`src/xgmii_pkg.sv`:
```
// ----------------------------------------------------------
// XGMII definitions shared by the transmit path
//   word and lane widths
//   control characters /I/ /S/ /T/ /E/
//   idle and start (preamble) words with their control masks
// ----------------------------------------------------------

package xgmii_pkg;

    // ------------------------------------------------------
    // bus widths
    // ------------------------------------------------------
    localparam int DATA_W = 64;
    localparam int LANES  = DATA_W / 8;

    // ------------------------------------------------------
    // control characters, one byte each
    // ------------------------------------------------------
    localparam logic [7:0] XGMII_IDLE  = 8'h07;
    localparam logic [7:0] XGMII_START = 8'hFB;
    localparam logic [7:0] XGMII_TERM  = 8'hFD;
    localparam logic [7:0] XGMII_ERROR = 8'hFE;

    // ------------------------------------------------------
    // full words
    // ------------------------------------------------------
    // /S/ in lane 0, six preamble bytes, SFD in lane 7
    localparam logic [DATA_W-1:0] PREAMBLE_WORD = 64'hD555_5555_5555_55FB;
    localparam logic [LANES-1:0]  PREAMBLE_CTRL = 8'h01;

    // all lanes idle
    localparam logic [DATA_W-1:0] IDLE_WORD = {LANES{XGMII_IDLE}};
    localparam logic [LANES-1:0]  IDLE_CTRL = {LANES{1'b1}};

endpackage

```
`src/tx_pkg.sv`:
```
// ----------------------------------------------------------
// Transmit framer definitions
//   framer FSM state encoding
//   IEEE 802.3 CRC-32 polynomial and preset
// ----------------------------------------------------------

package tx_pkg;

    // ------------------------------------------------------
    // framer states
    // ------------------------------------------------------
    // IDLE        waiting for the first beat, idles on the bus
    // DATA        one word behind the input, tail on the last word
    // TAIL_SPLIT  leftover FCS bytes plus /T/
    // TERM_ONLY   /T/ in lane 0, rest idle
    // GAP         mandatory full idle word before the next start
    typedef enum logic [2:0] {
        IDLE,
        DATA,
        TAIL_SPLIT,
        TERM_ONLY,
        GAP
    } tx_state_e;

    // ------------------------------------------------------
    // CRC-32
    // ------------------------------------------------------
    // reflected form, so bit 0 of each byte is processed first
    localparam logic [31:0] CRC_POLY   = 32'hEDB8_8320;
    localparam logic [31:0] CRC_PRESET = 32'hFFFF_FFFF;

endpackage

```
`src/tx_crc32.sv`:
```
// ----------------------------------------------------------
// Running CRC-32 for the transmit path
//   byte-wise update chain across all eight lanes
//   final FCS picked by the valid byte count of the last beat
// ----------------------------------------------------------

`timescale 1ns/10ps

module tx_crc32 (
    input  logic                          clk,
    input  logic                          rst,
    input  logic                          beat_i,
    input  logic                          first_i,
    input  logic                          last_i,
    input  logic [xgmii_pkg::DATA_W-1:0]  data_i,
    input  logic [xgmii_pkg::LANES-1:0]   keep_i,
    output logic [31:0]                   fcs_o
);

    logic [31:0] crc_q;
    logic [31:0] fcs_q;
    logic [31:0] seed;
    logic [31:0] chain [0:xgmii_pkg::LANES];
    logic [3:0]  nbytes;

    // one byte through the reflected polynomial
    function automatic logic [31:0] crc_byte(input logic [31:0] crc_in,
                                             input logic [7:0]  data_byte);
        logic [31:0] c;
        c = crc_in ^ {24'd0, data_byte};
        for (int b = 0; b < 8; b++) begin
            if (c[0]) begin
                c = (c >> 1) ^ tx_pkg::CRC_POLY;
            end else begin
                c = c >> 1;
            end
        end
        return c;
    endfunction

    // a new frame restarts from the preset
    assign seed = first_i ? tx_pkg::CRC_PRESET : crc_q;

    // ----------------------------------------------------------
    // unrolled chain, chain[k] holds the CRC after k bytes
    // ----------------------------------------------------------
    always_comb begin
        chain[0] = seed;
        for (int i = 0; i < xgmii_pkg::LANES; i++) begin
            chain[i+1] = crc_byte(chain[i], data_i[8*i +: 8]);
        end
    end

    // keep is contiguous from lane 0, so the count is the length
    always_comb begin
        nbytes = 4'd0;
        for (int i = 0; i < xgmii_pkg::LANES; i++) begin
            if (keep_i[i]) begin
                nbytes = nbytes + 4'd1;
            end
        end
    end

    always_ff @(posedge clk) begin
        if (rst) begin
            crc_q <= tx_pkg::CRC_PRESET;
        end else if (beat_i) begin
            crc_q <= chain[xgmii_pkg::LANES];
        end
    end

    // reflected register already holds the first byte to send in [7:0]
    always_ff @(posedge clk) begin
        if (beat_i && last_i) begin
            fcs_q <= ~chain[nbytes];
        end
    end

    assign fcs_o = fcs_q;

endmodule

```
`src/tx_framer.sv`:
```
// ----------------------------------------------------------
// Transmit framer, AXI-Stream beats onto XGMII words
//   lane 0 start with the preamble word
//   one word delay so the FCS can follow the last data byte
//   /T/ placement, error abort and the minimum idle gap
// ----------------------------------------------------------

`timescale 1ns/10ps

module tx_framer (
    input  logic                          clk,
    input  logic                          rst,
    input  logic                          tvalid_i,
    input  logic                          tlast_i,
    input  logic                          tuser_i,
    input  logic [xgmii_pkg::DATA_W-1:0]  tdata_i,
    input  logic [xgmii_pkg::LANES-1:0]   tkeep_i,
    input  logic [31:0]                   fcs_i,
    output logic                          tready_o,
    output logic                          beat_o,
    output logic                          first_o,
    output logic                          last_o,
    output logic [xgmii_pkg::DATA_W-1:0]  xgmii_d_o,
    output logic [xgmii_pkg::LANES-1:0]   xgmii_c_o,
    output logic                          good_o,
    output logic                          bad_o
);

    localparam int W = xgmii_pkg::DATA_W;
    localparam int L = xgmii_pkg::LANES;

    tx_pkg::tx_state_e state_q;

    logic           tready_q;
    logic           last_q;
    logic           user_q;
    logic           good_q;
    logic           bad_q;
    logic [W-1:0]   xgmii_d_q;
    logic [L-1:0]   xgmii_c_q;

    // one word delay on the payload
    logic [W-1:0]   dly_data;
    logic [L-1:0]   dly_keep;

    logic           beat;
    logic [3:0]     nbytes;
    logic [2*W-1:0] tail_d;
    logic [2*L-1:0] tail_c;

    assign beat = tvalid_i & tready_q;

    // ----------------------------------------------------------
    // tail assembly
    // ----------------------------------------------------------
    always_comb begin
        nbytes = 4'd0;
        for (int i = 0; i < L; i++) begin
            if (dly_keep[i]) begin
                nbytes = nbytes + 4'd1;
            end
        end
    end

    // data, 4 FCS bytes and /T/ laid out over two words, idles elsewhere
    always_comb begin
        tail_d = {2{xgmii_pkg::IDLE_WORD}};
        tail_c = '1;
        for (int i = 0; i < L; i++) begin
            if (i < nbytes) begin
                tail_d[8*i +: 8] = dly_data[8*i +: 8];
                tail_c[i]        = 1'b0;
            end
        end
        for (int j = 0; j < 4; j++) begin
            tail_d[8*(nbytes+j) +: 8] = fcs_i[8*j +: 8];
            tail_c[nbytes+j]          = 1'b0;
        end
        tail_d[8*(nbytes+4) +: 8] = xgmii_pkg::XGMII_TERM;
    end

    // ----------------------------------------------------------
    // FSM
    // ----------------------------------------------------------
    always_ff @(posedge clk) begin
        if (rst) begin
            state_q   <= tx_pkg::GAP;
            tready_q  <= 1'b0;
            last_q    <= 1'b0;
            user_q    <= 1'b0;
            good_q    <= 1'b0;
            bad_q     <= 1'b0;
            xgmii_d_q <= xgmii_pkg::IDLE_WORD;
            xgmii_c_q <= xgmii_pkg::IDLE_CTRL;
        end else begin
            good_q <= 1'b0;
            bad_q  <= 1'b0;
            case (state_q)
                tx_pkg::IDLE: begin
                    xgmii_d_q <= xgmii_pkg::IDLE_WORD;
                    xgmii_c_q <= xgmii_pkg::IDLE_CTRL;
                    if (beat) begin
                        xgmii_d_q <= xgmii_pkg::PREAMBLE_WORD;
                        xgmii_c_q <= xgmii_pkg::PREAMBLE_CTRL;
                        last_q    <= tlast_i;
                        user_q    <= tuser_i;
                        tready_q  <= ~tlast_i;
                        state_q   <= tx_pkg::DATA;
                    end
                end

                tx_pkg::DATA: begin
                    if (last_q) begin
                        if (user_q) begin
                            // /E/ lane 0, /T/ lane 7, beat data in between
                            xgmii_d_q <= {xgmii_pkg::XGMII_TERM, dly_data[W-9:8],
                                          xgmii_pkg::XGMII_ERROR};
                            xgmii_c_q <= {1'b1, {(L-2){1'b0}}, 1'b1};
                            bad_q     <= 1'b1;
                            state_q   <= tx_pkg::GAP;
                        end else begin
                            xgmii_d_q <= tail_d[W-1:0];
                            xgmii_c_q <= tail_c[L-1:0];
                            if (nbytes <= 4'd3) begin
                                good_q  <= 1'b1;
                                state_q <= tx_pkg::GAP;
                            end else if (nbytes == 4'd4) begin
                                state_q <= tx_pkg::TERM_ONLY;
                            end else begin
                                state_q <= tx_pkg::TAIL_SPLIT;
                            end
                        end
                    end else if (beat) begin
                        // gaps inside a frame are not supported, words only move on a beat
                        xgmii_d_q <= dly_data;
                        xgmii_c_q <= '0;
                        last_q    <= tlast_i;
                        user_q    <= tuser_i;
                        tready_q  <= ~tlast_i;
                    end
                end

                tx_pkg::TAIL_SPLIT: begin
                    xgmii_d_q <= tail_d[2*W-1:W];
                    xgmii_c_q <= tail_c[2*L-1:L];
                    good_q    <= 1'b1;
                    state_q   <= tx_pkg::GAP;
                end

                tx_pkg::TERM_ONLY: begin
                    xgmii_d_q <= {{(L-1){xgmii_pkg::XGMII_IDLE}}, xgmii_pkg::XGMII_TERM};
                    xgmii_c_q <= '1;
                    good_q    <= 1'b1;
                    state_q   <= tx_pkg::GAP;
                end

                tx_pkg::GAP: begin
                    // input reopens while the idle word is on the bus
                    xgmii_d_q <= xgmii_pkg::IDLE_WORD;
                    xgmii_c_q <= xgmii_pkg::IDLE_CTRL;
                    last_q    <= 1'b0;
                    user_q    <= 1'b0;
                    tready_q  <= 1'b1;
                    state_q   <= tx_pkg::IDLE;
                end

                default: begin
                    state_q <= tx_pkg::GAP;
                end
            endcase
        end
    end

    always_ff @(posedge clk) begin
        if (beat) begin
            dly_data <= tdata_i;
            dly_keep <= tkeep_i;
        end
    end

    assign tready_o  = tready_q;
    assign beat_o    = beat;
    assign first_o   = (state_q == tx_pkg::IDLE);
    assign last_o    = tlast_i;
    assign xgmii_d_o = xgmii_d_q;
    assign xgmii_c_o = xgmii_c_q;
    assign good_o    = good_q;
    assign bad_o     = bad_q;

endmodule

```
`src/tx_frame_counters.sv`:
```
// ----------------------------------------------------------
// Good and aborted frame counters
//   saturating, CNT_W bits each
// ----------------------------------------------------------

`timescale 1ns/10ps

module tx_frame_counters #(
    parameter int CNT_W = 32
) (
    input  logic             clk,
    input  logic             rst,
    input  logic             good_i,
    input  logic             bad_i,
    output logic [CNT_W-1:0] good_frames_o,
    output logic [CNT_W-1:0] bad_frames_o
);

    // index 0 counts good frames, index 1 aborted ones
    logic [1:0]       inc;
    logic [CNT_W-1:0] cnt_q [2];

    assign inc = {bad_i, good_i};

    always_ff @(posedge clk) begin
        if (rst) begin
            for (int i = 0; i < 2; i++) begin
                cnt_q[i] <= '0;
            end
        end else begin
            for (int i = 0; i < 2; i++) begin
                // hold at all ones
                if (inc[i] && (cnt_q[i] != {CNT_W{1'b1}})) begin
                    cnt_q[i] <= cnt_q[i] + CNT_W'(1);
                end
            end
        end
    end

    assign good_frames_o = cnt_q[0];
    assign bad_frames_o  = cnt_q[1];

endmodule

```
`src/axis_xgmii_tx.sv`:
```
// ----------------------------------------------------------
// 10G Ethernet MAC transmit, AXI-Stream to XGMII
//   framer, CRC-32 generator and frame counters
// ----------------------------------------------------------

`timescale 1ns/10ps

module axis_xgmii_tx #(
    parameter int CNT_W = 32
) (
    input  logic                          clk,
    input  logic                          rst,
    input  logic [xgmii_pkg::DATA_W-1:0]  tdata_i,
    input  logic [xgmii_pkg::LANES-1:0]   tkeep_i,
    input  logic                          tvalid_i,
    input  logic                          tlast_i,
    input  logic                          tuser_i,
    output logic                          tready_o,
    output logic [xgmii_pkg::DATA_W-1:0]  xgmii_d_o,
    output logic [xgmii_pkg::LANES-1:0]   xgmii_c_o,
    output logic [CNT_W-1:0]              good_frames_o,
    output logic [CNT_W-1:0]              bad_frames_o
);

    logic        beat;
    logic        first;
    logic        last;
    logic [31:0] fcs;
    logic        good;
    logic        bad;

    tx_framer u_framer (
        .clk       (clk),
        .rst       (rst),
        .tvalid_i  (tvalid_i),
        .tlast_i   (tlast_i),
        .tuser_i   (tuser_i),
        .tdata_i   (tdata_i),
        .tkeep_i   (tkeep_i),
        .fcs_i     (fcs),
        .tready_o  (tready_o),
        .beat_o    (beat),
        .first_o   (first),
        .last_o    (last),
        .xgmii_d_o (xgmii_d_o),
        .xgmii_c_o (xgmii_c_o),
        .good_o    (good),
        .bad_o     (bad)
    );

    // data and keep come straight from the input, in step with beat
    tx_crc32 u_crc (
        .clk     (clk),
        .rst     (rst),
        .beat_i  (beat),
        .first_i (first),
        .last_i  (last),
        .data_i  (tdata_i),
        .keep_i  (tkeep_i),
        .fcs_o   (fcs)
    );

    tx_frame_counters #(
        .CNT_W (CNT_W)
    ) u_counters (
        .clk           (clk),
        .rst           (rst),
        .good_i        (good),
        .bad_i         (bad),
        .good_frames_o (good_frames_o),
        .bad_frames_o  (bad_frames_o)
    );

endmodule

```
`config.mk`:
```
export PLATFORM = sky130hd
export DESIGN_NAME = axis_xgmii_tx
export DESIGN_NICKNAME = d
export VERILOG_FILES = /design/src/xgmii_pkg.sv /design/src/tx_pkg.sv /design/src/tx_crc32.sv /design/src/tx_framer.sv /design/src/tx_frame_counters.sv /design/src/axis_xgmii_tx.sv
export SDC_FILE = /design/constraint.sdc
export NUM_CORES = 1
export LEC_CHECK = 0
export BUFFER_PORTS_ARGS = -buffer_cell sky130_fd_sc_hd__buf_2
export CELL_PAD_IN_SITES_DETAIL_PLACEMENT = 1
export CELL_PAD_IN_SITES_GLOBAL_PLACEMENT = 2
export CORE_AREA = 5 5 327 265
export CTS_BUF_LIST = sky130_fd_sc_hd__clkbuf_16
export DETAILED_ROUTE_END_ITERATION = 8
export DIE_AREA = 0 0 332 270
export MAX_ROUTING_LAYER = met4
export PLACE_DENSITY = 0.81
export SLEW_MARGIN = 10
export SYNTH_ARGS = -nofsm -noshare
export SYNTH_HDL_FRONTEND = slang
export SYNTH_SLANG_ARGS = --single-unit
```
`constraint.sdc`:
```
create_clock -name clk -period 10 [get_ports clk]
set_clock_uncertainty 0.1 [all_clocks]
set_input_delay 2 -clock clk [delete_from_list [all_inputs] [get_ports clk]]
set_output_delay 2 -clock clk [all_outputs]
set_load 0.005 [all_outputs]
```
==> summary.txt <==
Clocking
  – H-tree levels: 2
  – Setup Fix Bufs, Post-CTS: 0
  – # hold bufs at CTS: 0
  – Worst-skew pair later-pin latency: 600 ps
  – Root Buffer: clkbuf_16
  – Clock tree buffer depth: 3
  – TritonCTS Buffers: 34
  – Sink Count: 280
  – Resized cells post-CTS: 0
  – Clock-pin slew on the worst setup and hold paths: 60 ps
  – CTS tree: yes

Placement
  – Buffers on Ports: 213
  – Gpl congestion: 1.04
  – HPWL after detailed placement: 134000 um

Route
  – DR vias: 32700
  – Post-DR wirelength/cell: 34.4 um
  – Antenna-violating nets left: 0
  – Initial drt markers: 4978
  – Post-Route WL: 173000 um
  – Drt drc: 0
  – 1st-pass router iterations: 6
  – Vias per cell: 6.50

Timing
  – Slew @ Worst Pin: 1200 ps
  – Final Max Tran Viols: 0
  – Rel. slew slack: 19.7%
  – Finish-stage setup viols: 0
  – Final period util: 95.9%
  – Unrepaired setup endpoints after global routing: false
  – Final Hold Vio Count: 0
  – Hold WS: 350 ps
  – Fmax: 0.104 GHz
  – Tmin final: 9590 ps
  – Sum Neg Setup Slack: 0 ps

Worst setup path
  – Worst path required time: 10200 ps
  – Endpoint class of the critical path: register
  – Critical path fanouts, max: 13
  – Setup CP Type: input port to register
  – Critical Path AT: 9790 ps
  – Startpoint Class: input port

Floorplanning
  – Core area: 83100 um2
  – Chip width: 332 um
  – Die height: 270 um
  – Initial Util: 38.6%
  – # rows: 95
  – Ports: 214
  – Die ar.: 89600 um2

Finish
  – Register area: 7290 um2
  – # fillers: 9745
  – Area growth syn-to-layout: 12.5%
  – Final net count: 3989
  – Multi-input gate area: 23700 um2
  – Layout cells sized above 1: 13.7%

Yosys
  – Post-synth ARST share: 0%
  – Netlist area before placement: 32100 um2
  – Most used flip-flop cell after synthesis: edfxtp_1
  – Flops & latches, synth: 280
  – Seq/Total Area, Yosys: 22.7%
  – Post-synth EDFFs: 168
  – Synth cell types: 72
  – Syn Inst Count: 3732
  – Mapped Avg Cell Area: 8.59 um2
  – Syn. warnings: 0
  – Post-Syn Nets: 3848

Status
  – Status: finished, final reports clean

Min path
  – Hold Path Class: register to register

Global routing
  – First-pass GRT wire length: 242000 um
  – Largest net degree at the start of global routing: 100
  – Vias in the first global route: 31100
  – GRT Total Usage: 37.8%
  – Total gr overflow: 0
  – Initial antenna violation count: 10

Run
  – Maxcap violations: 0
## state kept, by name (all words and copies together) (netlist names)
signal              cells
u_framer.state_q        3
u_framer.last_q         1
u_counters.cnt_q       64
u_framer.xgmii_c_o      8
u_framer.tready_o       1
u_framer.dly_data      64
u_framer.dly_keep       8
u_crc.crc_q            32
u_framer.user_q         1
u_framer.xgmii_d_o     64
u_framer.good_o         1
u_crc.fcs_o            32
u_framer.bad_o          1
## logic make-up after synthesis
logic type | count (synthesis) | synth area share (%)
compound gates | 1095 | 21.9
flops | 280 | 22.7
simple gates | 1154 | 15.8
xor+xnor | 838 | 33.3
fa+ha+maj | 39 | 1.52
mux | 20 | 1.07
buf+inv | 306 | 3.66
## path summary, 6_finish.rpt
check	startpoint	to	slack, ps	cells after the start
worst max-delay path	tdata_i[14]	u_crc.fcs_o[8]	410	20
worst min-delay path	u_framer.xgmii_d_o[35]	u_framer.xgmii_d_o[35]	350	2
worst max register to register	u_framer.state_q[2]	u_crc.fcs_o[8]	650	20
worst min register to register	u_framer.xgmii_d_o[35]	u_framer.xgmii_d_o[35]	350	2
## cells in the mapped netlist (all sizes together), types with 11 or more instances
library cell    n  share of area (%)
xnor3         179                 13
nor2b          18               0.35
clkbuf        249                2.9
nand2b         17               0.33
o211ai         60                1.4
o311ai         21               0.57
nand3         135                2.1
nand4          31               0.60
nor2          339                4.0
xnor2         442                 13
inv            31               0.36
nor3b          11               0.26
and2           42               0.82
o22ai          57                1.1
and3           54                1.1
mux4           11               0.77
o221ai         42                1.1
a22oi          66                1.5
a21oi         276                4.3
ha             39                1.5
a211oi        106                2.5
a221oi         21               0.92
nand2         443                5.2
a31oi          68                1.3
o21ai         274                4.3
nor3           45               0.72
a32oi          13               0.36
dfxtp         112                7.0
a311oi         32               0.87
xor2          187                5.3
edfxtp        168                 16
buf            26               0.39
xor3           30                2.2
a221o          13               0.41
## routing by layer
metal	GRT usage, %	vias up	part of all wire, %
li1	-	13900	-
met1	53.1	16400	42
met2	52.2	2087	40
met3	10.0	340	12
met4	13.5	0	4.6
met5	-	-	0
## through the flow
stage / utilization, % / setup slack (ps) / instances / area [um2]
after floorplan: - / 1060 / 3732 / 32100
after global placement: 42.0 / 153 / 4952 / 34900
after detailed placement: 42.0 / 33.6 / 4952 / 34900
after CTS: 43.4 / 571 / 5013 / 36000
after global routing: 43.4 / 277 / 5023 / 36100
final: 43.4 / 415 / 5025 / 36100
## final cells by class
type                            count  share of cell area (%)
Multi-Input combinational cell   3146                    65.8
Sequential cell                   280                    20.2
Timing Repair Buffer              380                    6.47
Tap cell                         1115                    3.87
Clock buffer                       38                    2.64
Clock inverter                     23                   0.579
Inverter                           31                   0.330
Antenna cell                       12                  0.0833
## worst max-delay path: stages
cell      delay, ps
buf_2           170
nor2b_1         160
a221oi_1        370
buf_4           240
xor2_1          440
xnor3_1         690
xnor3_1         620
xnor3_1         580
xnor2_1         260
xor2_1          540
xnor3_1         640
xnor3_1         530
xnor2_1         440
xnor3_2         530
xnor3_1         430
xnor2_1         160
buf_4           260
xor3_1          470
nor2b_1         150
a21oi_1          60
## cell usage in the layout (no fill, tap or decap), types with 135 or more instances in the layout
cell type	instances
o21ai_0	265
nor2_1	333
nand3_1	135
buf_4	166
edfxtp_1	168
buf_2	213
a21oi_1	275
xor2_1	178
nand2_1	441
xnor2_1	409
xnor3_1	159
Power is left out: the tool's default activity adds up to more than one toggle a clock period on the data nets, which glitch-free logic cannot reach.
